## config.mk

```make
export PLATFORM = sky130hd
export DESIGN_NAME = instrRom
export DESIGN_NICKNAME = d
export VERILOG_FILES = /design/src/cpuPkg.sv /design/src/instrRom.sv
export SDC_FILE = /design/constraint.sdc
export NUM_CORES = 2
export LEC_CHECK = 0
export BUFFER_PORTS_ARGS = -buffer_cell sky130_fd_sc_hd__buf_2
export CAP_MARGIN = 20
export CELL_PAD_IN_SITES_DETAIL_PLACEMENT = 0
export CELL_PAD_IN_SITES_GLOBAL_PLACEMENT = 1
export CORE_MARGIN = 2
export CORE_UTILIZATION = 56
export DETAILED_ROUTE_END_ITERATION = 16
export PLACE_DENSITY = 0.9
export SYNTH_ARGS = -nofsm -noshare
export SYNTH_HDL_FRONTEND = slang
export SYNTH_SLANG_ARGS = --single-unit
```

## constraint.sdc

```tcl
create_clock -name clk -period 3.3 [get_ports clk]
set_input_delay 0.495 -clock clk [delete_from_list [all_inputs] [get_ports clk]]
set_output_delay 0.495 -clock clk [all_outputs]
set_load 0.1 [all_outputs]
```

## src/cpuPkg.sv

```systemverilog
package cpuPkg;

    // ********************
    // Widths
    // ********************
    localparam int dataWidth  = 8;      // Registers and data bytes
    localparam int addrWidth  = 16;     // PC and instruction addresses
    localparam int instrWidth = 16;     // One instruction word

    // Instruction fields
    localparam int rdHi  = 15;          // Destination register
    localparam int rdLo  = 12;
    localparam int immHi = 11;          // 8-bit immediate
    localparam int immLo = 4;
    localparam int rbHi  = 11;          // Source B, upper nibble of the immediate
    localparam int rbLo  = 8;
    localparam int opHi  = 3;           // Opcode
    localparam int opLo  = 0;

    // Stack pointer pair, r14 low and r15 high
    localparam logic [3:0] spLowReg = 4'd14;

    // ********************
    // Enums
    // ********************
    typedef enum logic [3:0] {
        OP_NOP, OP_LDI, OP_MOV, OP_ADD, OP_SUB, OP_AND, OP_OR, OP_ADDI,
        OP_LD, OP_ST, OP_OUT, OP_JMP, OP_BZ, OP_CALL, OP_RET, OP_HALT
    } opcodeE;

    typedef enum logic [2:0] {
        ALU_PASSB, ALU_ADD, ALU_SUB, ALU_AND, ALU_OR
    } aluModeE;

    typedef enum logic [2:0] {
        FETCH, DECODE, EXEC, MEMWAIT, WORD2, RET1, RET2, HALTED
    } stateE;

endpackage

```

## src/instrRom.sv

```systemverilog
`timescale 1ns/1ns

module instrRom #(
    parameter int romDepthLog2 = 8
) (
    input  logic clk,
    input  logic wrEn,
    input  logic [cpuPkg::addrWidth-1:0] wrAddr,
    input  logic [cpuPkg::instrWidth-1:0] wrData,
    input  logic [cpuPkg::addrWidth-1:0] rdAddr,
    output logic [cpuPkg::instrWidth-1:0] rdData
);
    logic [cpuPkg::instrWidth-1:0] mem [2**romDepthLog2];

    // Load port, used while the core is stopped
    always_ff @(posedge clk) begin
        if (wrEn)
            mem[wrAddr[romDepthLog2-1:0]] <= wrData;
    end

    // One word per cycle, one cycle late
    always_ff @(posedge clk) begin
        rdData <= mem[rdAddr[romDepthLog2-1:0]];
    end
endmodule

```

==> results.ini <==
[run_status]
outcome = completed

[power]
p_leak_nw = 58.00
powerDensity_nw_per_um2 = 592.5
vdd_drop_max_v = 0.0005321
power.total_w = 0.1069

[timing]
fin_crit_sh_pct = 98.19
maxSlewViolCount = 0
holdWs_ps = 29.61
max_freq_ghz = 0.3086
worst_pin_slew_ps = 1124
max_slew_margin_pct = 25.05
finalClockSkew_ps = 55.50
min_period_ps = 3240
hold_viol_final = 0
setup_violations = 0
rsz0062_at_grt = no

[logic_synthesis]
synth_edf_count = 4096
ys_async_sr_fraction_pct = 0
synth_cells = 7360
yosysUniqueCellTypes = 52
yosysWarnings = 0
synth_top_cell_by_area = edfxtp_1
syn_area_per_cell_um2 = 21.56
synth_nets = 7410
yosysSeqAreaShare_pct = 77.70
synth_ff_type = edfxtp_1
netlist.area_leader.share_pct = 77.50
synth_area_um2 = 158700
synth_area_leaders = edfxtp_1 (77%), mux4_2 (11%), mux2i_1 (3.6%)
ys_ff_latch = 4112

[drt]
viasPerCell = 6.952
drt-initial-drc-count = 14695
antenna_left = 0
drc = 0
wire_per_inst_um = 35.99
vias = 84666
firstDrtPassIters = 7
wl_mm = 438.3

[global_route]
grt_overflow = 0
grt_max_degree = 138
grt_pass1_wl_mm = 620.5
antenna_found_initial = 25
grt_pass1_vias = 84430
track_usage_pct = 30.29

[clocking]
cts_resized = 0
post_cts_buffers = 0
cts_tree = yes
clock-sinks = 4112
root_buffer = clkbuf_16
cts_max_path_buffers = 4
clk_latency_ps = 920
h-tree-depth = 5
cts-buffers-inserted = 382
clkTransAtPathRegs_ps = 60

[placement]
gp_congestion = 0.9252
portBuffers = 49
dpl.hpwl_mm = 250.9

[critical_path]
critical_path_class = in -> reg
start_kind = input port
endpoint_kind = register
r2r_cells = 6
cp.required_ps = 4100
r2r-end = rdData[13]
max_stage_delay_ps = 960
critPathMaxFanout = 16
critPathSlowestCell = o32ai_1
cp_cell_sequence = buf_12, buf_12, buf_4, mux4_2, mux4_2, a22o_1, o32ai_1, buf_4, nor4_1
rrSetupSlack_ps = 110
arrival_ps = 4040
reg2reg_from = mem[23][13]

[layout]
fin_nets = 8167
final_common_cell = edfxtp_1
area_growth_pct = 13.65
n_fill_cell = 17208
layout-drive-gt1-share_pct = 26.80
layout_common_cells = edfxtp_1 (4096), mux4_2 (797), buf_4 (673), mux2i_1 (565), clkbuf_16 (384)

[floorplan]
die_x_um = 536.4
initial_core_util_pct = 56.27
die_h_um = 536.4
coreArea_um2 = 282000
die_area_um2 = 287700
rows = 195
boundaryPins = 66

[worst_hold_path]
hold_class = in -> reg
hp-start = wrData[10]
hold_depth = 1
hold_end = mem[90][10]

[run]
cap_violations = 0

-- sequential cells by signal, indices dropped and copies added (netlist names) --
name    flops
mem      4096
rdData     16
-- worst max-delay path: cells and delay by family --
| kind | cells | cell delay, ps |
|---|---|---|
| AOI/OAI and AO/OA | 2 | 1320 |
| buffers and inverters | 4 | 990 |
| muxes | 2 | 1130 |
| and+or+nand+nor | 1 | 50 |
-- worst max-delay path by stage --
stage,startpoint,to,cells after the start
after floorplan,wrAddr[3],mem[235][0],6
after global placement,rdAddr[0],rdData[13],11
after detailed placement,rdAddr[0],rdData[13],11
after CTS,mem[139][13],rdData[13],8
after global routing,rdAddr[0],rdData[13],9
final,rdAddr[0],rdData[13],9
-- metal layers --
metal  part of all wire, %  GRT usage [%]  routed length (µm)
met1                    32          38.73              141800
met2                    47          48.04              208200
met3                    13          7.057               56540
met4                   7.2          17.63               31700
met5                 0.013              0                  56
-- cells in the mapped netlist (all sizes together), types with 16 or more instances --
cell,number
dfxtp,16
nand2,38
o21ai,38
o32ai,21
o221ai,253
nor3,92
mux4,797
a22oi,43
buf,222
o31ai,16
nand4,26
a21oi,175
nor2,304
nand3,35
clkbuf,230
mux2i,565
a221oi,28
mux2,88
nor4,18
a211oi,18
edfxtp,4096
o22ai,148
a22o,32
-- logic make-up after synthesis --
kind of cell           share of synthesized area, %
DFF                                           77.70
AOI/OAI and AO/OA                             3.537
muxes                                         15.50
and+or+nand+nor                               1.574
buffers and inverters                         1.693
-- layout make-up --
class	instances	area, µm²	share of cell area [%]
clock inverter	200	1918	1.063
clock buffer	486	10040	5.567
multi-input combinational	2792	32800	18.19
sequential	4112	123300	68.36
antenna	17	42.54	0.02358
inverter	4	27.53	0.01526
tap	3743	4683	2.596
timing repair buffer	825	7547	4.184
-- timing repair --
action	4_1_cts	5_1_grt
setup endpoints to repair	0	0
endpoints found under the hold margin	11	0
hold buffers	1	0
-- stage by stage --
stage	worst slack [ps]	setup TNS (ps)	std cells	instance area, µm²	util [%]
floorplan	640.0	0	7360	158700	-
global route	196.7	0	12173	180400	63.95
detailed placement	-678.8	-4470	11475	168400	59.70
finish	59.87	0	12179	180400	63.96
CTS	212.1	0	12162	180300	63.94
global placement	-635.5	-3664	11475	168400	59.70
-- power breakdown --
| part | internal [W] | switching, W | total [W] | leakage, nW |
|---|---|---|---|---|
| Combinational | 0.00209 | 0.00401 | 0.00610 | 15.2 |
| Clock | 0.0239 | 0.0192 | 0.0431 | 5.83 |
| Sequential | 0.0576 | 0.000120 | 0.0577 | 36.9 |
(Power assumes the default switching activity.)
