--- config.mk ---
export PLATFORM = sky130hd
export DESIGN_NAME = dataRam
export DESIGN_NICKNAME = d
export VERILOG_FILES = /design/src/cpuPkg.sv /design/src/dataRam.sv
export SDC_FILE = /design/constraint.sdc
export NUM_CORES = 2
export LEC_CHECK = 0
export BUFFER_PORTS_ARGS = -buffer_cell sky130_fd_sc_hd__buf_4
export CAP_MARGIN = 20
export CORE_MARGIN = 3
export CORE_UTILIZATION = 60
export CTS_CLUSTER_SIZE = 16
export DETAILED_ROUTE_END_ITERATION = 16
export PLACE_DENSITY = 0.79
export SYNTH_ARGS = -nofsm -noshare
export SYNTH_HDL_FRONTEND = slang
export SYNTH_SLANG_ARGS = --single-unit
--- constraint.sdc ---
create_clock -name clk -period 2.8 [get_ports clk]
set_input_delay 0.28 -clock clk [delete_from_list [all_inputs] [get_ports clk]]
set_output_delay 0.28 -clock clk [all_outputs]
set_load 0.1 [all_outputs]
--- src/cpuPkg.sv ---
package cpuPkg;

    // ********************
    // Widths
    // ********************
    localparam int dataWidth  = 8;      // Registers and data bytes
    localparam int addrWidth  = 16;     // PC and instruction addresses
    localparam int instrWidth = 16;     // One instruction word

    // Instruction fields
    localparam int rdHi  = 15;          // Destination register
    localparam int rdLo  = 12;
    localparam int immHi = 11;          // 8-bit immediate
    localparam int immLo = 4;
    localparam int rbHi  = 11;          // Source B, upper nibble of the immediate
    localparam int rbLo  = 8;
    localparam int opHi  = 3;           // Opcode
    localparam int opLo  = 0;

    // Stack pointer pair, r14 low and r15 high
    localparam logic [3:0] spLowReg = 4'd14;

    // ********************
    // Enums
    // ********************
    typedef enum logic [3:0] {
        OP_NOP, OP_LDI, OP_MOV, OP_ADD, OP_SUB, OP_AND, OP_OR, OP_ADDI,
        OP_LD, OP_ST, OP_OUT, OP_JMP, OP_BZ, OP_CALL, OP_RET, OP_HALT
    } opcodeE;

    typedef enum logic [2:0] {
        ALU_PASSB, ALU_ADD, ALU_SUB, ALU_AND, ALU_OR
    } aluModeE;

    typedef enum logic [2:0] {
        FETCH, DECODE, EXEC, MEMWAIT, WORD2, RET1, RET2, HALTED
    } stateE;

endpackage

--- src/dataRam.sv ---
`timescale 1ns/1ns

module dataRam #(
    parameter int ramDepthLog2 = 8
) (
    input  logic clk,
    input  logic [cpuPkg::addrWidth-1:0] addr,
    input  logic [cpuPkg::dataWidth-1:0] din,
    input  logic writeEn,
    output logic [cpuPkg::dataWidth-1:0] dout
);
    logic [cpuPkg::dataWidth-1:0] mem [2**ramDepthLog2];
    logic [ramDepthLog2-1:0] index;

    assign index = addr[ramDepthLog2-1:0];     // Upper bits fold back

    // Write and registered read share one address
    always_ff @(posedge clk) begin
        if (writeEn)
            mem[index] <= din;
        dout <= mem[index];
    end
endmodule

==> flow_summary.json <==
{
  "grt_max_degree": 106,
  "cp-start-kind": "register",
  "n_fill_cell": 7215,
  "critical_path_required_ns": 3.47,
  "clockBufferDepth": 3,
  "synthCells": 3547,
  "remaining_drc_errors": 0,
  "post-dp-hpwl_um": 112000,
  "clkLatencyLatePin_ns": 0.82,
  "cp.arrival_ns": 3.19,
  "outcome": "finished, final reports clean",
  "synth_xor_area_frac": 0,
  "rows": 132,
  "synth.avg_cell_area_um2": 22.1,
  "area_growth_pct": 15.1,
  "cellPowerDensity_mw_per_mm2": 692,
  "grt_antenna_before_repair": 6,
  "cts_tree": "yes",
  "cts_sinks": 2056,
  "crit_slowest_cell": "o41ai_1",
  "p_leak_uw": 0.0284,
  "drive_gt1_frac": 0.306,
  "cp_max_fo": 1,
  "p_sw_uw": 13300,
  "fin_crit_sh": 0.900,
  "timing.rr.start": "mem[47][0]",
  "synth-simple-area-share": 0.0173,
  "crit_cells": 6,
  "htreeDepth": 4,
  "top_level_ports": 34,
  "skew_ns": 0.0296,
  "wl_um": 191000,
  "end_kind": "register",
  "reg2reg_to": "dout[0]",
  "gp_congestion": 0.858,
  "timing.hold.ws_ns": 0.0404,
  "synth_edf_count": 2048,
  "power_uw": 62500,
  "synth_area_leaders": "edfxtp_1 (78%), mux4_2 (15%), a22oi_1 (2.4%)",
  "dpl_cell_area_mm2": 0.0841,
  "start_util": 0.605,
  "die_area_mm2": 0.135,
  "rrSetupSlack_ns": 0.28,
  "die_h_um": 368,
  "crit_family": "compound AO/OA/AOI/OAI gates",
  "io_buffer_count": 25,
  "grt_pass1_vias": 41200,
  "worstMarginPinSlew_ns": 0.955,
  "grtUsageTotal": 0.286,
  "hold_viol_final": 0,
  "numCtsBuffers": 194,
  "vdd_ir_drop_max_uv": 719,
  "synth_commonest_cells": "edfxtp_1 (2048), mux4_2 (512), a22oi_1 (256), nor2_1 (232), clkbuf_1 (145)",
  "yosysSeqAreaShare": 0.786,
  "cts_resized": 0,
  "synth_area_mm2": 0.0785,
  "synth_fa_ha_area_frac": 0,
  "fin_area_mm2": 0.0903,
  "crit_path_max_incr_delay_ns": 0.67,
  "setup_viol": 0,
  "fmax_ghz": 0.397,
  "cap_violations": 0,
  "synth-warning-count": 0,
  "drt_iter0_markers": 5911,
  "reg2reg_depth": 6,
  "synth_compound_area_frac": 0.0362,
  "grt_pass1_wl_um": 280000,
  "pwr-share-clk": 0.405,
  "synthMuxAreaShare": 0.147,
  "clk_pin_slew_ns": 0.06,
  "ys_ff_latch": 2056,
  "antenna_left": 0,
  "rsz0062_at_grt": "no",
  "hold_end": "mem[67][3]",
  "critPathLaunch": "mem[47][0]",
  "power_frac_comb": 0.051,
  "synth_nets": 3573,
  "maxSlewViolCount": 0,
  "switching_share": 0.213,
  "crit_chain": "mux4_2 > a22oi_1 > a21oi_1 > o41ai_1 > buf_4 > nand4_1",
  "via_per_inst": 6.82,
  "drt-pass1-iter-count": 8,
  "post-synth-top-area-fraction": 0.783,
  "p_seq_frac": 0.544,
  "cts_root_buf": "clkbuf_16",
  "ys_types": 22,
  "crit_type": "register to register",
  "yosysMostFrequentCell": "edfxtp_1",
  "core_mm2": 0.130,
  "hold_depth": 1,
  "yosys_most_used_dff": "edfxtp_1",
  "vias": 40400,
  "layout.nets": 4032,
  "synthArstFlopShare": 0,
  "dieWidth_um": 368,
  "min_period_ns": 2.52,
  "overflow": 0,
  "crit_buf_inv": 1,
  "synth_top_family_by_area": "multiplexers",
  "internal_power_uw": 49200,
  "hold_path_startpoint": "din[3]",
  "avgRoutedWirePerCell_um": 32.3,
  "hold_path_class": "primary input to register",
  "max_slew_margin": 0.361,
  "yosysTopAreaCell": "edfxtp_1"
}
how the worst max path moves through the flow:
stage,endpoint,slack [ns]
3_5_place_dp,dout[0],-0.25
3_3_place_gp,dout[0],-0.29
4_1_cts,dout[0],0.29
6_report,dout[0],0.28
2_1_floorplan,mem[111][0],0.30
5_1_grt,dout[0],0.16
flip-flops by register name (all words and copies together) (netlist names):
signal  flops
mem      2048
dout        8
final cells by class:
type	instances	area, um^2	area share
antenna	4	10.0	0.000111
clock buffer	240	5130	0.0568
clock inverter	121	1000	0.0111
inverter	1	3.75	0.0000416
multi-input combinational	1258	15800	0.175
sequential	2056	61700	0.683
tap	1742	2180	0.0241
timing repair buffer	495	4560	0.0505
cell families after synthesis:
kind of cell | Yosys count
DFF | 2056
muxes | 512
AOI/OAI and AO/OA | 416
and+or+nand+nor | 330
buffers and inverters | 233
routing by layer:
| metal | vias up | track usage | routed length, um |
|---|---|---|---|
| met2 | 2898 | 0.458 | 94600 |
| met3 | 497 | 0.0704 | 22700 |
| met5 | - | 0 | 34 |
| li1 | 16000 | - | - |
| met4 | 6 | 0.109 | 7770 |
| met1 | 21000 | 0.388 | 65900 |
worst register-to-register path, delay by kind of cell, from the launching register on:
kind                   cells  cell delay (ns)
AO/OA/AOI/OAI              3             1.15
buffers and inverters      1             0.26
flip-flops                 1             0.39
multiplexers               1             0.48
AND/OR/NAND/NOR            1             0.10
through the flow:
| step | cells | utilization | setup TNS [ns] | setup WS, ns |
|---|---|---|---|---|
| 2_1_floorplan | 3547 | - | 0 | 0.301 |
| 3_3_place_gp | 5547 | 0.649 | -1.05 | -0.289 |
| 3_5_place_dp | 5550 | 0.649 | -1.18 | -0.249 |
| 4_1_cts | 5912 | 0.696 | 0 | 0.294 |
| 5_1_grt | 5913 | 0.696 | 0 | 0.159 |
| 6_report | 5917 | 0.697 | 0 | 0.279 |
power groups by stage:
stage | Clock [uW] | Sequential (uW) | Combinational (uW)
2_1_floorplan | 0 | 34700 | 1510
3_3_place_gp | 0 | 34600 | 3020
3_5_place_dp | 0 | 34600 | 3110
4_1_cts | 25600 | 34000 | 3160
5_1_grt | 26800 | 34000 | 3320
6_report | 25300 | 34000 | 3190
repair_timing:
action | 4_1_cts | 5_1_grt
hold buffers | 1 | 0
hold endpoints to repair | 3 | 0
setup buffers | 0 | 0
placed cells by master (no fill, tap or decap):
cell	Yosys	routed
dfxtp_1	8	8
clkinv_1	0	58
diode_2	0	4
buf_12	0	62
dlygate4sd3_1	0	1
and2_4	0	1
or2_2	2	2
or3_1	1	1
mux4_2	512	512
buf_8	0	2
bufinv_16	0	11
clkinv_8	0	2
nand4_1	8	8
nor2_1	232	231
nor3_1	30	30
clkbuf_4	0	1
a22oi_1	256	256
a21oi_1	128	128
and2_1	3	2
nor2b_1	7	5
nand2b_2	0	1
clkinv_16	0	2
nor2b_4	0	2
inv_1	1	1
nand3_1	13	13
inv_16	0	6
o41ai_1	32	32
clkbuf_8	0	12
edfxtp_1	2048	2048
nor2_4	0	1
buf_4	16	421
clkbuf_1	145	39
inv_6	0	4
nand2_1	28	28
clkinvlp_4	0	5
nand2b_1	6	5
clkbuf_16	0	197
clkinv_4	0	1
clkinv_2	0	32
(Power assumes the default switching activity.)
