===== src/cpuPkg.sv =====
package cpuPkg;

    // ********************
    // Widths
    // ********************
    localparam int dataWidth  = 8;      // Registers and data bytes
    localparam int addrWidth  = 16;     // PC and instruction addresses
    localparam int instrWidth = 16;     // One instruction word

    // Instruction fields
    localparam int rdHi  = 15;          // Destination register
    localparam int rdLo  = 12;
    localparam int immHi = 11;          // 8-bit immediate
    localparam int immLo = 4;
    localparam int rbHi  = 11;          // Source B, upper nibble of the immediate
    localparam int rbLo  = 8;
    localparam int opHi  = 3;           // Opcode
    localparam int opLo  = 0;

    // Stack pointer pair, r14 low and r15 high
    localparam logic [3:0] spLowReg = 4'd14;

    // ********************
    // Enums
    // ********************
    typedef enum logic [3:0] {
        OP_NOP, OP_LDI, OP_MOV, OP_ADD, OP_SUB, OP_AND, OP_OR, OP_ADDI,
        OP_LD, OP_ST, OP_OUT, OP_JMP, OP_BZ, OP_CALL, OP_RET, OP_HALT
    } opcodeE;

    typedef enum logic [2:0] {
        ALU_PASSB, ALU_ADD, ALU_SUB, ALU_AND, ALU_OR
    } aluModeE;

    typedef enum logic [2:0] {
        FETCH, DECODE, EXEC, MEMWAIT, WORD2, RET1, RET2, HALTED
    } stateE;

endpackage


===== src/registerFile.sv =====
`timescale 1ns/1ns

module registerFile (
    input  logic clk,
    input  logic arstN,
    input  logic [3:0] wrSel,               // Also the A read index
    input  logic [3:0] bSelect,
    input  logic [cpuPkg::dataWidth-1:0] din,
    input  logic writeEn,
    input  logic spInc,
    input  logic spDec,
    output logic [cpuPkg::dataWidth-1:0] outA,
    output logic [cpuPkg::dataWidth-1:0] outB,
    output logic [cpuPkg::dataWidth-1:0] outC,
    output logic [2*cpuPkg::dataWidth-1:0] spOut
);
    logic [cpuPkg::dataWidth-1:0] regs [16];
    logic [2*cpuPkg::dataWidth-1:0] spNext;

    // Combinational reads
    assign outA = regs[wrSel];
    assign outB = regs[bSelect];
    assign outC = regs[bSelect + 4'd1];     // High byte of the pair

    // ********************
    // Stack pointer pair
    // ********************
    assign spOut  = {regs[cpuPkg::spLowReg + 4'd1], regs[cpuPkg::spLowReg]};
    assign spNext = spInc ? spOut + 1'b1 : spOut - 1'b1;   // Carry or borrow into r15

    always_ff @(posedge clk or negedge arstN) begin
        if (!arstN) begin
            for (int i = 0; i < 16; i++)
                regs[i] <= '0;              // Empty stack sits at the top of RAM
        end else begin
            if (writeEn)
                regs[wrSel] <= din;
            if (spInc || spDec) begin
                regs[cpuPkg::spLowReg]        <= spNext[cpuPkg::dataWidth-1:0];
                regs[cpuPkg::spLowReg + 4'd1] <= spNext[2*cpuPkg::dataWidth-1:cpuPkg::dataWidth];
            end
        end
    end
endmodule

===== config.mk =====
export PLATFORM = sky130hd
export DESIGN_NAME = registerFile
export DESIGN_NICKNAME = d
export VERILOG_FILES = /design/src/cpuPkg.sv /design/src/registerFile.sv
export SDC_FILE = /design/constraint.sdc
export NUM_CORES = 1
export LEC_CHECK = 0
export BUFFER_PORTS_ARGS = -buffer_cell sky130_fd_sc_hd__buf_2
export CAP_MARGIN = 5
export CELL_PAD_IN_SITES_DETAIL_PLACEMENT = 1
export CELL_PAD_IN_SITES_GLOBAL_PLACEMENT = 2
export CORE_ASPECT_RATIO = 0.75
export CORE_UTILIZATION = 48
export CTS_CLUSTER_DIAMETER = 150
export DETAILED_ROUTE_END_ITERATION = 6
export GPL_TIMING_DRIVEN = 0
export HOLD_SLACK_MARGIN = 0.12
export MAX_ROUTING_LAYER = met4
export PLACE_DENSITY_LB_ADDON = 0.1
export SETUP_SLACK_MARGIN = 0.02
export SLEW_MARGIN = 30
export SYNTH_ARGS = -nofsm -noshare
export SYNTH_HDL_FRONTEND = slang
export SYNTH_SLANG_ARGS = --single-unit

===== constraint.sdc =====
create_clock -name clk -period 5.5 [get_ports clk]
set_clock_uncertainty 0.1 [all_clocks]
set_input_delay 0.55 -clock clk [delete_from_list [all_inputs] [get_ports clk]]
set_output_delay 0.55 -clock clk [all_outputs]
set_load 0.01 [all_outputs]

==> results.yml <==
run_status:
  status: "finished, final reports clean"
hold_path:
  min_path_type: "in2reg"
  hold_start: "din[1]"
  min_delay_path_depth: 2
  hold-path-endpoint: "regs[17]$_DFFE_PN0P_"
placed_design:
  numPortBuffers: 57
  globalplace.congestion: 1.010
  hpwl_um: 20420
  dp.cells: 913
clocking:
  clk_pin_slew_ns: 0.06
  cts_num_sinks: 128
  cts-root-buf: "clkbuf_16"
  htreeDepth: 4
  cts_buffers: 17
  cts_resized: 0
  cts_tree: "done"
  clockBufferDepth: 2
  post_cts_buffers: 0
  holdBufCountCts: 1
  clock_latency_ns: 0.43
yosys:
  syn_area_sq_um: 8805
  syn_area_per_cell_sq_um: 14.36
  async_reset_ff_share_pct: 100.0
  syn_nets: 650
  synthCells: 613
  ys_warn_count: 0
  synth_cell_type_count: 51
  synth_seq_area_share_pct: 36.38
  synth_edf_count: 0
  synthFlopType: "dfrtp_1"
  synth-seq-cells: 128
worst_setup_path:
  worstPathRequired_ns: 4.85
  cp.arrival_ns: 3.03
  start_kind: "input pin"
  endpoint_kind: "primary output"
  cp_max_fo: 10
  worst-path-buf-inv: 3
  crit_slowest_cell: "clkbuf_1"
  cp_slowest_stage_delay_ns: 0.78
  worstRegToRegCells: 8
  crit-reg2reg-capture: "spOut[14]$_DFFE_PN0P_"
  timing.rr.start: "spOut[0]$_DFFE_PN0P_"
  critPathTopFamily: "buffers and inverters"
  critical_path.cell_chain: "buf_2 > ha_1 > clkbuf_1 > mux4_2 > mux4_2 > buf_2"
  reg2reg_slack_ns: 2.63
  critPathKind: "in2out"
grt:
  antenna_found_initial: 0
  grt_use_met1_pct: 48.82
  grt_first_pass_wirelength_um: 43210
  grt_max_degree: 86
  grt_use_total_pct: 33.65
  met2_usage_pct: 47.53
  grt-ovfl-total: 0
  grtUsageMet3_pct: 6.223
  busiest_layer: "met1"
  grt_pass1_vias: 6701
routing:
  routed_wl_um: 28220
  vias: 6378
  drc_errors: 0
  ant_nets: 0
  initialDrtViolationCount: 715
  wl_per_cell_um: 29.86
  firstDrtPassIters: 5
  viasPerCell: 6.749
power_and_ir_drop:
  p_leak_nw: 4.082
  cellPowerDensity_nw_per_um2: 453.6
  irDropWorstVdd_mv: 0.1714
  p_total_mw: 4.589
sta:
  hold_viol_final: 0
  maxSlewHeadroom_pct: 31.17
  fin_setup_tns_ns: 0
  rsz0062_at_grt: "no"
  min_period_ns: 3.682
  drv_slew: 0
  fmax_mhz: 271.6
  tightest_slew_ns: 1.029
  final-setup-viol-count: 0
  fin_crit_sh_pct: 66.95
finish:
  area_growth_pct: 14.91
  fin_cells: 945
  layout-drive-gt1-share_pct: 53.91
  antenna_cells: 0
  fin_util_pct: 56.79
  fin_nets: 728
floorplanning:
  die_h_um: 119.3
  initial_core_util_pct: 49.42
  ios: 61
  core-area_sq_um: 17810
  core.rowCount: 42
  dieWidth_um: 158.4
  die-area_sq_um: 18890
job:
  drv_cap: 0
## area by class of cell
| cell class | instances | area, sq um |
|---|---|---|
| clock buffer | 22 | 494.2 |
| timing repair buffer | 59 | 332.8 |
| fill | 1725 | 7697 |
| multi-input combinational | 419 | 5268 |
| sequential | 128 | 3203 |
| buffer | 58 | 332.8 |
| tap | 242 | 302.8 |
| inverter | 8 | 30.03 |
| clock inverter | 9 | 153.9 |
## synthesized netlist by cell type, types with 2 or more instances
master    number  area share, %
a211oi_1       7           0.60
a21o_1         2           0.17
a21oi_1       19            1.1
a31o_2         3           0.30
and3_1         3           0.21
buf_1          2          0.085
buf_2         11           0.63
buf_4         23            2.0
buf_6          2           0.26
clkbuf_1      20           0.85
dfrtp_1      128             36
ha_1          15            2.1
inv_1          8           0.34
mux2_1         3           0.38
mux2_2       113             14
mux2i_1        9            1.0
mux4_2       120             31
nand2_1       14           0.60
nand2b_1       7           0.50
nand3_1        8           0.45
nor2_1        28            1.2
nor2_2         3           0.21
nor2b_1        3           0.21
nor3_1         3           0.17
nor4_1         2           0.14
o21a_1         3           0.26
o21ai_0       17           0.97
o22ai_1        2           0.14
o31ai_1        3           0.26
or2_2          2           0.14
or3_1          6           0.43
xnor2_1        4           0.40
xor2_1         2           0.20
## sequential cells by signal, summed over array words and instances (netlist names)
signal  flops
regs      112
spOut      16
## layout by cell type (no fill, tap or decap), drive strengths merged, types with 6 or more instances in the layout
master,instances
dfrtp,128
mux4,120
mux2,117
buf,96
clkbuf,42
nor2,31
a21oi,20
o21ai,18
ha,15
nand2,15
mux2i,9
nand3,8
inv,8
nand2b,7
a211oi,7
or3,6
## power by group
group	internal [mW]	leakage, nW	switching [mW]
clock	0.815	0.314	0.427
sequential	1.20	1.56	0.318
combinational	0.993	2.21	0.840
## per-layer routing
layer / vias up / part of all wire (%)
li1: 2604 / -
met1: 3450 / 46
met2: 270 / 46
met3: 54 / 5.3
met4: 0 / 3.2
met5: - / 0
## how the worst max path moves through the flow
stage,start,end,slack (ns),cells past startpoint
2_1_floorplan,bSelect[0],outC[0],2.78,4
3_3_place_gp,bSelect[0],outC[4],2.00,6
3_5_place_dp,bSelect[0],outC[4],1.90,6
4_1_cts,bSelect[0],outC[4],1.89,6
5_1_grt,bSelect[0],outC[4],1.83,6
6_report,bSelect[0],outC[4],1.82,6
## per-stage QoR
step | setup WS [ns] | instance area, sq um | hold WS (ns)
after global routing | 1.834 | 10120 | 0.3577
after CTS | 1.888 | 10100 | 0.3450
after global placement | 1.998 | 9393 | 0.4088
after floorplan | 2.782 | 8805 | 0.1544
final | 1.818 | 10120 | 0.3545
after detailed placement | 1.897 | 9438 | 0.3688
## kinds of logic after synthesis
logic type | count (synthesis) | synth area share (%)
buffers and inverters | 66 | 4.121
multiplexers | 246 | 46.72
adder cells (fa/ha/maj) | 16 | 2.359
flip-flops | 128 | 36.38
AO/OA/AOI/OAI | 67 | 4.988
AND/OR/NAND/NOR | 83 | 4.647
XOR/XNOR | 7 | 0.7816
Note: power is estimated with default switching activity, not from simulation.
