==> src/cpuPkg.sv <==
package cpuPkg;

    // ********************
    // Widths
    // ********************
    localparam int dataWidth  = 8;      // Registers and data bytes
    localparam int addrWidth  = 16;     // PC and instruction addresses
    localparam int instrWidth = 16;     // One instruction word

    // Instruction fields
    localparam int rdHi  = 15;          // Destination register
    localparam int rdLo  = 12;
    localparam int immHi = 11;          // 8-bit immediate
    localparam int immLo = 4;
    localparam int rbHi  = 11;          // Source B, upper nibble of the immediate
    localparam int rbLo  = 8;
    localparam int opHi  = 3;           // Opcode
    localparam int opLo  = 0;

    // Stack pointer pair, r14 low and r15 high
    localparam logic [3:0] spLowReg = 4'd14;

    // ********************
    // Enums
    // ********************
    typedef enum logic [3:0] {
        OP_NOP, OP_LDI, OP_MOV, OP_ADD, OP_SUB, OP_AND, OP_OR, OP_ADDI,
        OP_LD, OP_ST, OP_OUT, OP_JMP, OP_BZ, OP_CALL, OP_RET, OP_HALT
    } opcodeE;

    typedef enum logic [2:0] {
        ALU_PASSB, ALU_ADD, ALU_SUB, ALU_AND, ALU_OR
    } aluModeE;

    typedef enum logic [2:0] {
        FETCH, DECODE, EXEC, MEMWAIT, WORD2, RET1, RET2, HALTED
    } stateE;

endpackage

==> src/alu.sv <==
`timescale 1ns/1ns

module alu (
    input  logic [cpuPkg::dataWidth-1:0] dataA,
    input  logic [cpuPkg::dataWidth-1:0] dataB,
    input  cpuPkg::aluModeE mode,
    output logic [cpuPkg::dataWidth-1:0] result,
    output logic carry,
    output logic zero,
    output logic negative
);
    logic [cpuPkg::dataWidth:0] sum;    // One extra bit for carry out

    always_comb begin
        sum    = '0;
        result = dataB;
        carry  = 1'b0;
        case (mode)
            cpuPkg::ALU_ADD: begin
                sum    = {1'b0, dataA} + {1'b0, dataB};
                result = sum[cpuPkg::dataWidth-1:0];
                carry  = sum[cpuPkg::dataWidth];
            end
            cpuPkg::ALU_SUB: begin
                sum    = {1'b0, dataA} - {1'b0, dataB};
                result = sum[cpuPkg::dataWidth-1:0];
                carry  = ~sum[cpuPkg::dataWidth];   // Not-borrow
            end
            cpuPkg::ALU_AND: result = dataA & dataB;
            cpuPkg::ALU_OR:  result = dataA | dataB;
            default:         result = dataB;        // PASSB for MOV
        endcase
    end

    // Flags from the result
    assign zero     = (result == '0);
    assign negative = result[cpuPkg::dataWidth-1];
endmodule

==> config.mk <==
export PLATFORM = sky130hd
export DESIGN_NAME = alu
export DESIGN_NICKNAME = d
export VERILOG_FILES = /design/src/cpuPkg.sv /design/src/alu.sv
export SDC_FILE = /design/constraint.sdc
export NUM_CORES = 1
export LEC_CHECK = 0
export ABC_CLOCK_PERIOD_IN_PS = 4090
export BUFFER_PORTS_ARGS = -buffer_cell sky130_fd_sc_hd__buf_2
export CAP_MARGIN = 0
export CORE_MARGIN = 5
export CORE_UTILIZATION = 40
export DETAILED_ROUTE_END_ITERATION = 16
export SLEW_MARGIN = 30
export SYNTH_ARGS = -nofsm -noshare
export SYNTH_HDL_FRONTEND = slang
export SYNTH_SLANG_ARGS = --single-unit
==> constraint.sdc <==
create_clock -name vclk -period 4.09
set_input_delay 0.409 -clock vclk [all_inputs]
set_output_delay 0.409 -clock vclk [all_outputs]
set_load 0.02 [all_outputs]
==> results of run 1 <==
==> stage by stage <==
stage                     utilization (%)  instances  total power [mW]
final                                44.8        243             0.199
after global routing                 44.8        243             0.221
after CTS                            44.8        243             0.198
after detailed placement             44.8        243             0.197
after global placement               44.8        243             0.195
after floorplan                         -        177             0.149
==> per-layer routing <==
metal	up-vias	part of all wire [%]	wire length, um	track usage (%)
met2	47	47	1770	29.0
met1	661	47	1750	24.3
li1	686	-	-	-
met3	4	4.9	182	0.333
met4	0	0.96	36	1.99
met5	-	0	0	0
==> cell families (layout without fill, tap and decap cells) <==
kind of cell,Yosys count,in the layout
compound gates,64,64
simple gates,44,44
buf+inv,36,56
fa+ha+maj,27,27
xor+xnor,3,3
mux,3,3
==> path summary, 6_finish.rpt <==
path / startpoint / end / slack [ns] / depth (start not counted)
worst max-delay path: dataA[0] / zero / 0.95 / 12
worst min-delay path: dataB[5] / result[5] / 1.26 / 4
==> Yosys cell counts (3+ instances only) <==
| cell type | instances |
|---|---|
| o22ai_1 | 3 |
| inv_1 | 26 |
| nor3_1 | 5 |
| ha_1 | 25 |
| a21oi_1 | 14 |
| nand2b_1 | 3 |
| nor2_1 | 6 |
| buf_2 | 4 |
| buf_6 | 3 |
| a21oi_2 | 3 |
| nand3b_1 | 4 |
| nor2b_1 | 3 |
| nand2_1 | 8 |
| o21ai_0 | 8 |
| a2bb2oi_1 | 4 |
==> layout by cell type (no fill, tap or decap), types with 3 or more instances in the layout <==
| master | n |
|---|---|
| ha_1 | 25 |
| o22ai_1 | 3 |
| nand2_1 | 8 |
| nor2_1 | 6 |
| nand2b_1 | 3 |
| buf_2 | 30 |
| nor2b_1 | 3 |
| nor3_1 | 5 |
| nand3b_1 | 4 |
| a21oi_2 | 3 |
| o21ai_0 | 8 |
| inv_1 | 26 |
| a2bb2oi_1 | 4 |
| a21oi_1 | 14 |
==> critical path, cell delays in order <==
cell      delay [ns]
buf_2           0.11
inv_1           0.07
ha_1            0.17
inv_1           0.06
fa_1            0.40
nor3b_2         0.19
o311ai_1        0.37
a21oi_1         0.12
o21ai_0         0.27
a21oi_2         0.11
nor4_2          0.25
buf_2           0.20
==> final cells by class <==
cell class         count  area [um^2]  area share, %
multi-input cells    141         1160           79.2
repair buffers        30          150           10.2
inverters             26         97.6           6.64
well taps             46         57.6           3.91
==> report_power, final <==
group          internal, mW  switching (mW)  leakage [nW]
registers                 0               0             0
clock network             0               0             0
logic                0.0787           0.121         0.716
==> results.ini, run 1 <==
[sta]
fin_setup_tns_ns = 0
post-route-period-util_pct = 76.7
maxSlewViolCount = 0
worstMarginPinSlew_ns = 0.589
setup_slack_ns = 0.955
fin_hold_ws_ns = 1.26
relSlewSlack_pct = 60.4
setup_viol = 0
rsz0062_at_grt = false
min_period_ns = 3.14
max_freq_mhz = 319
final-hold-violation-count = 0

[run]
maxCapViolations = 0

[cells_and_area]
n_fill_cell = 350
drive_above_1_share_pct = 22.8
fin_area_mm2 = 0.00147
fin_nets = 245
seq_cells = 0
seq_area_um2 = 0
n_clock_buffer = 0
area_delta_synth_final_pct = 10.1
antenna_cells = 0

[placed_design]
gp_congestion = 0.928
place_ws_ns = 0.980
placed_area_mm2 = 0.00147
dp_hpwl_um = 2980
portBuffers = 30

[route]
vias_per_cell = 5.75
drcViolationCount = 0
ant_nets = 0
drt_wl_total_um = 3740
wl_per_cell_um = 15.4
vias = 1398
first_pass_iters = 4
drt_iter0_markers = 92

[setup_path]
cp_max_fo = 3
critPathRequiredTime_ns = 3.68
cp-end-kind = output pin
worstSetupPathType = in2out
critPathArrivalTime_ns = 2.73
cp-start-kind = primary input

[synthesis]
synth_cell_types = 57
yosys.area.top_type = ha_1
synth_top_area_share_pct = 23.4
synth_top_family_by_area = compound AO/OA/AOI/OAI gates
yosys.area_share.simple_pct = 20.0
netlist_area_mm2 = 0.00134
yosys_warnings = 0
avgSynthCellArea_um2 = 7.54
ys_seq_area_share_pct = 0
ys_top_cells_by_area = ha_1, inv_1, a21oi_1, fa_1, o21ai_0
synth_fa_ha_area_share_pct = 26.4
synthXorXnorAreaFrac_pct = 1.97
synth_compound_area_share_pct = 35.3
syn-instance-count = 177
synthesis.nets = 223
synthMuxAreaShare_pct = 3.56

[die]
core_area_mm2 = 0.00328
pin_count = 30
dieArea_mm2 = 0.00459
dieHeight_um = 67.8
initial_core_util_pct = 40.6
die_width_um = 67.8
placementRows = 21

[cts]
holdBufCountCts = 0
cts_resized = 0
cts_setup_buffers = 0

[global_route]
grt_pass1_wl_um = 6260
grt_use_total_pct = 17.0
grt_max_degree = 20
overflow = 0
grt_pass1_vias = 1349
antenna_found_initial = 0

[status]
status = finished clean

[power_and_ir_drop]
power_density_mw_per_mm2 = 136
power.leakage_nw = 0.716
ir_drop_mv = 0.0381

[worst_hold_path]
hp-class = in2out

Power figures use the tool's default switching activity.
==> run 2: changes to the inputs <==
ABC_CLOCK_PERIOD_IN_PS = 3100   (was 4090)
clock period = 3.1 ns   (was 4.09 ns; I/O delays follow)
==> results.ini, run 2 (synthesis results as in run 1) <==
[status]
status = finished clean

[cells_and_area]
fin_nets = 246  ; +0.41%
n_clock_buffer = 0  ; unchanged
multi_input_area_mm2 = 0.00117  ; +0.64%
layout_commonest_cell = buf_2
utilization_pct = 45.2  ; +0.46 points
n_fill_cell = 348  ; -0.57%
seq_cells = 0  ; unchanged
drive_above_1_share_pct = 23.7  ; +0.89 points
final_cell_mix = buf_2, inv_1, ha_1
seq_area_um2 = 0  ; unchanged
antenna_cells = 0  ; unchanged
area_delta_synth_final_pct = 11.2

[sta]
min_period_ns = 2.84
setup_slack_ns = 0.261  ; -0.694 ns
max_freq_mhz = 352
final-hold-violation-count = 0  ; unchanged
post-route-period-util_pct = 91.6
worstMarginPinSlew_ns = 0.601  ; +0.0121 ns
maxSlewViolCount = 0  ; unchanged
fin_hold_ws_ns = 1.03  ; -0.221 ns
rsz0062_at_grt = false
relSlewSlack_pct = 59.6  ; -0.79 points
fin_setup_tns_ns = 0  ; unchanged
setup_viol = 0  ; unchanged

[setup_path]
cp_max_fo = 2  ; -1
worstSetupPathType = in2out
critPathArrivalTime_ns = 2.53  ; -0.20 ns
critPathRequiredTime_ns = 2.79  ; -0.89 ns
crit_path_start = dataA[0]
cp-end-kind = output pin
endpoint = zero
cp-start-kind = primary input

[power_and_ir_drop]
power_density_mw_per_mm2 = 177  ; +31%
p_switching_mw = 0.159  ; +32%
p_comb_share_pct = 100.0  ; about the same
clock_power_share_pct = 0  ; unchanged
ir_drop_mv = 0.0550  ; +44%
cellInternalPower_mw = 0.105  ; +33%
p_seq_share_pct = 0  ; unchanged
swShare_pct = 60.2  ; -0.28 points
power.leakage_nw = 0.721  ; +0.70%

[die]
dieArea_mm2 = 0.00459  ; unchanged
core_area_mm2 = 0.00328  ; unchanged
dieHeight_um = 67.8  ; unchanged
die_width_um = 67.8  ; unchanged
placementRows = 21  ; unchanged
initial_core_util_pct = 40.6  ; unchanged
pin_count = 30  ; unchanged

[route]
vias = 1384  ; -1.0%
vias_per_cell = 5.67  ; -1.4%
ant_nets = 0  ; unchanged
drcViolationCount = 0  ; unchanged
drt_wl_total_um = 3680  ; -1.5%
drt_iter0_markers = 90  ; -2.2%
first_pass_iters = 4  ; unchanged
wl_per_cell_um = 15.1  ; -1.9%

[placed_design]
place_ws_ns = 0.272  ; -0.707 ns
dp_hpwl_um = 3000  ; +0.85%
gp_congestion = 0.919  ; -1.0%
portBuffers = 30  ; unchanged

[global_route]
grt_max_degree = 20  ; unchanged
antenna_found_initial = 0  ; unchanged
grt_use_total_pct = 16.5  ; -0.51 points
grt_pass1_vias = 1290  ; -4.4%
grt_pass1_wl_um = 6010  ; -4.0%
overflow = 0  ; unchanged

[cts]
cts_setup_buffers = 0  ; unchanged

[worst_hold_path]
hp-class = in2out

[run]
maxCapViolations = 0  ; unchanged

## run 2: cell count changes in the layout (fill, tap and decap cells not counted)
cell,previous run,this run
buf_4,0,1
o311ai_1,1,0
o311ai_2,0,1
## run 2: timing repair
action	CTS	global route
endpoints found under the hold margin	0	0
gates resized for setup	0	1
endpoints found under the setup margin	0	1
hold buffers	0	0
## run 2: routing by layer
metal	part of all wire, %	vias to the layer above	GRT usage [%]
met2	47	50	28.8
met1	46	644	23.7
li1	-	690	-
met3	6.7	0	0.499
met4	0	0	0
met5	0	-	0
## run 2: metrics by stage
step / instance area, um^2 / cells / power, mW
6_report: 1490 / 244 / 0.263
5_1_grt: 1490 / 244 / 0.291
4_1_cts: 1480 / 244 / 0.262
3_5_place_dp: 1480 / 244 / 0.261
3_3_place_gp: 1480 / 244 / 0.258
2_1_floorplan: 1340 / 177 / 0.197
## run 2: how the worst min path moves through the flow
stage	slack, ns	endpoint	start	cells past startpoint
after global placement	1.06	result[3]	dataB[3]	4
after floorplan	0.81	result[6]	dataB[6]	2
after detailed placement	1.04	result[3]	dataB[3]	4
after global routing	1.07	result[3]	dataB[3]	4
final	1.03	result[3]	dataB[3]	4
after CTS	1.04	result[3]	dataB[3]	4
## run 2: critical path, stage by stage
cell and delay, ns:
buf_2 0.11, inv_1 0.07, ha_1 0.17, inv_1 0.05
fa_1 0.42, mux4_2 0.45, mux2_4 0.29, nor2_2 0.11
o2111ai_1 0.18, nor4_2 0.17, buf_2 0.20
## run 2: power by group through the flow
stage	Clock, mW	Combinational, mW	Sequential, mW
2_1_floorplan	0	0.197	0
3_3_place_gp	0	0.258	0
5_1_grt	0	0.291	0
3_5_place_dp	0	0.261	0
6_report	0	0.263	0
4_1_cts	0	0.262	0
## run 2: area by class of cell
class / instances / area share [%]
multi-input cells: 141 / 78.9
repair buffers: 31 / 10.6
inverters: 26 / 6.57
well taps: 46 / 3.88
==> run 3: changes to the inputs <==
BUFFER_PORTS_ARGS = not set   (was -buffer_cell sky130_fd_sc_hd__buf_2)
DONT_BUFFER_PORTS = 1   (was not set)
==> results.ini, run 3 (synthesis results as in run 1) <==
[status]
status = finished clean

[cells_and_area]
n_clock_buffer = 0  ; unchanged
fin_nets = 218  ; -11%
antenna_cells = 0  ; unchanged
final_cell_mix = inv_1, ha_1, a21oi_1
seq_area_um2 = 0  ; unchanged
drive_above_1_share_pct = 10.6  ; -13 points
area_delta_synth_final_pct = 0.563
layout_commonest_cell = inv_1
instances_no_fill = 216  ; -11%
n_fill_cell = 341  ; -2.0%
multi_input_area_mm2 = 0.00116  ; -0.64%
seq_cells = 0  ; unchanged

[route]
vias = 1307  ; -5.6%
wl_per_cell_um = 16.5  ; +9.1%
ant_nets = 0  ; unchanged
first_pass_iters = 4  ; unchanged
wl_met1_um = 1580  ; -7.4%
wl_met3_um = 278  ; +12%
wl_met2_um = 1690  ; -1.9%
drcViolationCount = 0  ; unchanged
routed.top_layer = met3
drt_iter0_markers = 102  ; +13%
vias_per_cell = 6.05  ; +6.7%
drt_wl_total_um = 3550  ; -3.4%

[placed_design]
portBuffers = 0  ; -100%
gp_congestion = 0.953  ; +3.7%
dp_hpwl_um = 2880  ; -4.0%
placed_cells = 216  ; -11%

[sta]
final-hold-violation-count = 0  ; unchanged
worstMarginPinSlew_ns = 0.950  ; +0.349 ns
min_period_ns = 2.83  ; -0.0138 ns
maxSlewViolCount = 0  ; unchanged
setup_viol = 0  ; unchanged
rsz0062_at_grt = false
relSlewSlack_pct = 36.7  ; -23 points
post-route-period-util_pct = 91.1  ; -0.45 points
max_freq_mhz = 354  ; +0.49%
fin_setup_tns_ns = 0  ; unchanged

[power_and_ir_drop]
p_switching_mw = 0.132  ; -17%
p_total_mw = 0.221  ; -16%
swShare_pct = 59.5  ; -0.76 points
p_seq_share_pct = 0  ; unchanged
power.leakage_nw = 0.612  ; -15%
p_comb_share_pct = 100.0  ; about the same
ir_drop_mv = 0.0637  ; +16%
power_density_mw_per_mm2 = 165  ; -7.0%
clock_power_share_pct = 0  ; unchanged
cellInternalPower_mw = 0.0897  ; -14%

[die]
die_width_um = 67.8  ; unchanged
dieArea_mm2 = 0.00459  ; unchanged
placementRows = 21  ; unchanged
initial_core_util_pct = 40.6  ; unchanged
dieHeight_um = 67.8  ; unchanged
core_area_mm2 = 0.00328  ; unchanged
pin_count = 30  ; unchanged

[global_route]
grt_max_degree = 20  ; unchanged
grt_pass1_vias = 1319  ; +2.2%
antenna_found_initial = 0  ; unchanged
grt_pass1_wl_um = 5930  ; -1.2%
grt_use_total_pct = 16.0  ; -0.43 points
overflow = 0  ; unchanged

[setup_path]
crit_slowest_cell = fa_1
critPathArrivalTime_ns = 2.52  ; about the same
cp_max_fo = 3  ; +1
cpPeakStageDelay_ns = 0.40  ; -0.05 ns
worstSetupPathType = in2out
cp_cell_sequence = inv_1, ha_1, inv_1, fa_1, nor3b_2, o311ai_1, a21oi_1, o21ai_0, a21oi_2, nor4_2, buf_4
cp-start-kind = primary input
cp-end-kind = output pin
crit_top_cell = inv_1
critPathRequiredTime_ns = 2.79  ; about the same

[cts]
holdBufCountCts = 0  ; unchanged
cts_resized = 0  ; unchanged
cts_setup_buffers = 0  ; unchanged

[run]
maxCapViolations = 0  ; unchanged

[worst_hold_path]
hp-class = in2out

-- run 3: cell count changes in the layout (fill, tap and decap cells not counted) --
cell / previous run / this run
buf_2: 30 / 0
buf_4: 1 / 3
o311ai_1: 0 / 1
o311ai_2: 1 / 0
-- run 3: layer usage --
metal  vias to the layer above  global-route usage, %
li1                        631                      -
met3                         0                   1.83
met1                       635                   21.2
met2                        41                   28.8
met5                         -                      0
met4                         0                   1.24
-- run 3: cell type report --
| class | count | area share (%) |
|---|---|---|
| Inverter | 26 | 7.27 |
| Timing Repair Buffer | 3 | 1.68 |
| Tap cell | 46 | 4.29 |
| Multi-Input combinational cell | 141 | 86.8 |
-- run 3: per-stage QoR --
stage / worst slack (ns) / util [%] / instance area [um^2] / hold slack, ns
after floorplan: 0.398 / - / 1340 / 0.811
after global placement: 0.380 / 40.9 / 1340 / 0.805
after detailed placement: 0.293 / 40.9 / 1340 / 0.807
after CTS: 0.287 / 40.9 / 1340 / 0.807
after global routing: 0.127 / 40.9 / 1340 / 0.811
final: 0.275 / 40.9 / 1340 / 0.804
-- run 3: power by group through the flow --
stage | Clock [mW] | Sequential, mW | Combinational [mW]
2_1_floorplan | 0 | 0 | 0.197
3_3_place_gp | 0 | 0 | 0.215
3_5_place_dp | 0 | 0 | 0.220
4_1_cts | 0 | 0 | 0.221
5_1_grt | 0 | 0 | 0.245
6_report | 0 | 0 | 0.221
-- run 3: final timing paths --
kind,start,endpoint,slack [ns],depth (start not counted)
worst max-delay path,dataA[0],zero,0.27,11
worst min-delay path,mode[2],result[0],0.80,1
-- run 3: critical path, delay by kind of cell --
family | cells | cell delay [ns]
compound gates | 4 | 0.85
simple gates | 2 | 0.47
fa+ha+maj | 2 | 0.57
buf+inv | 3 | 0.31
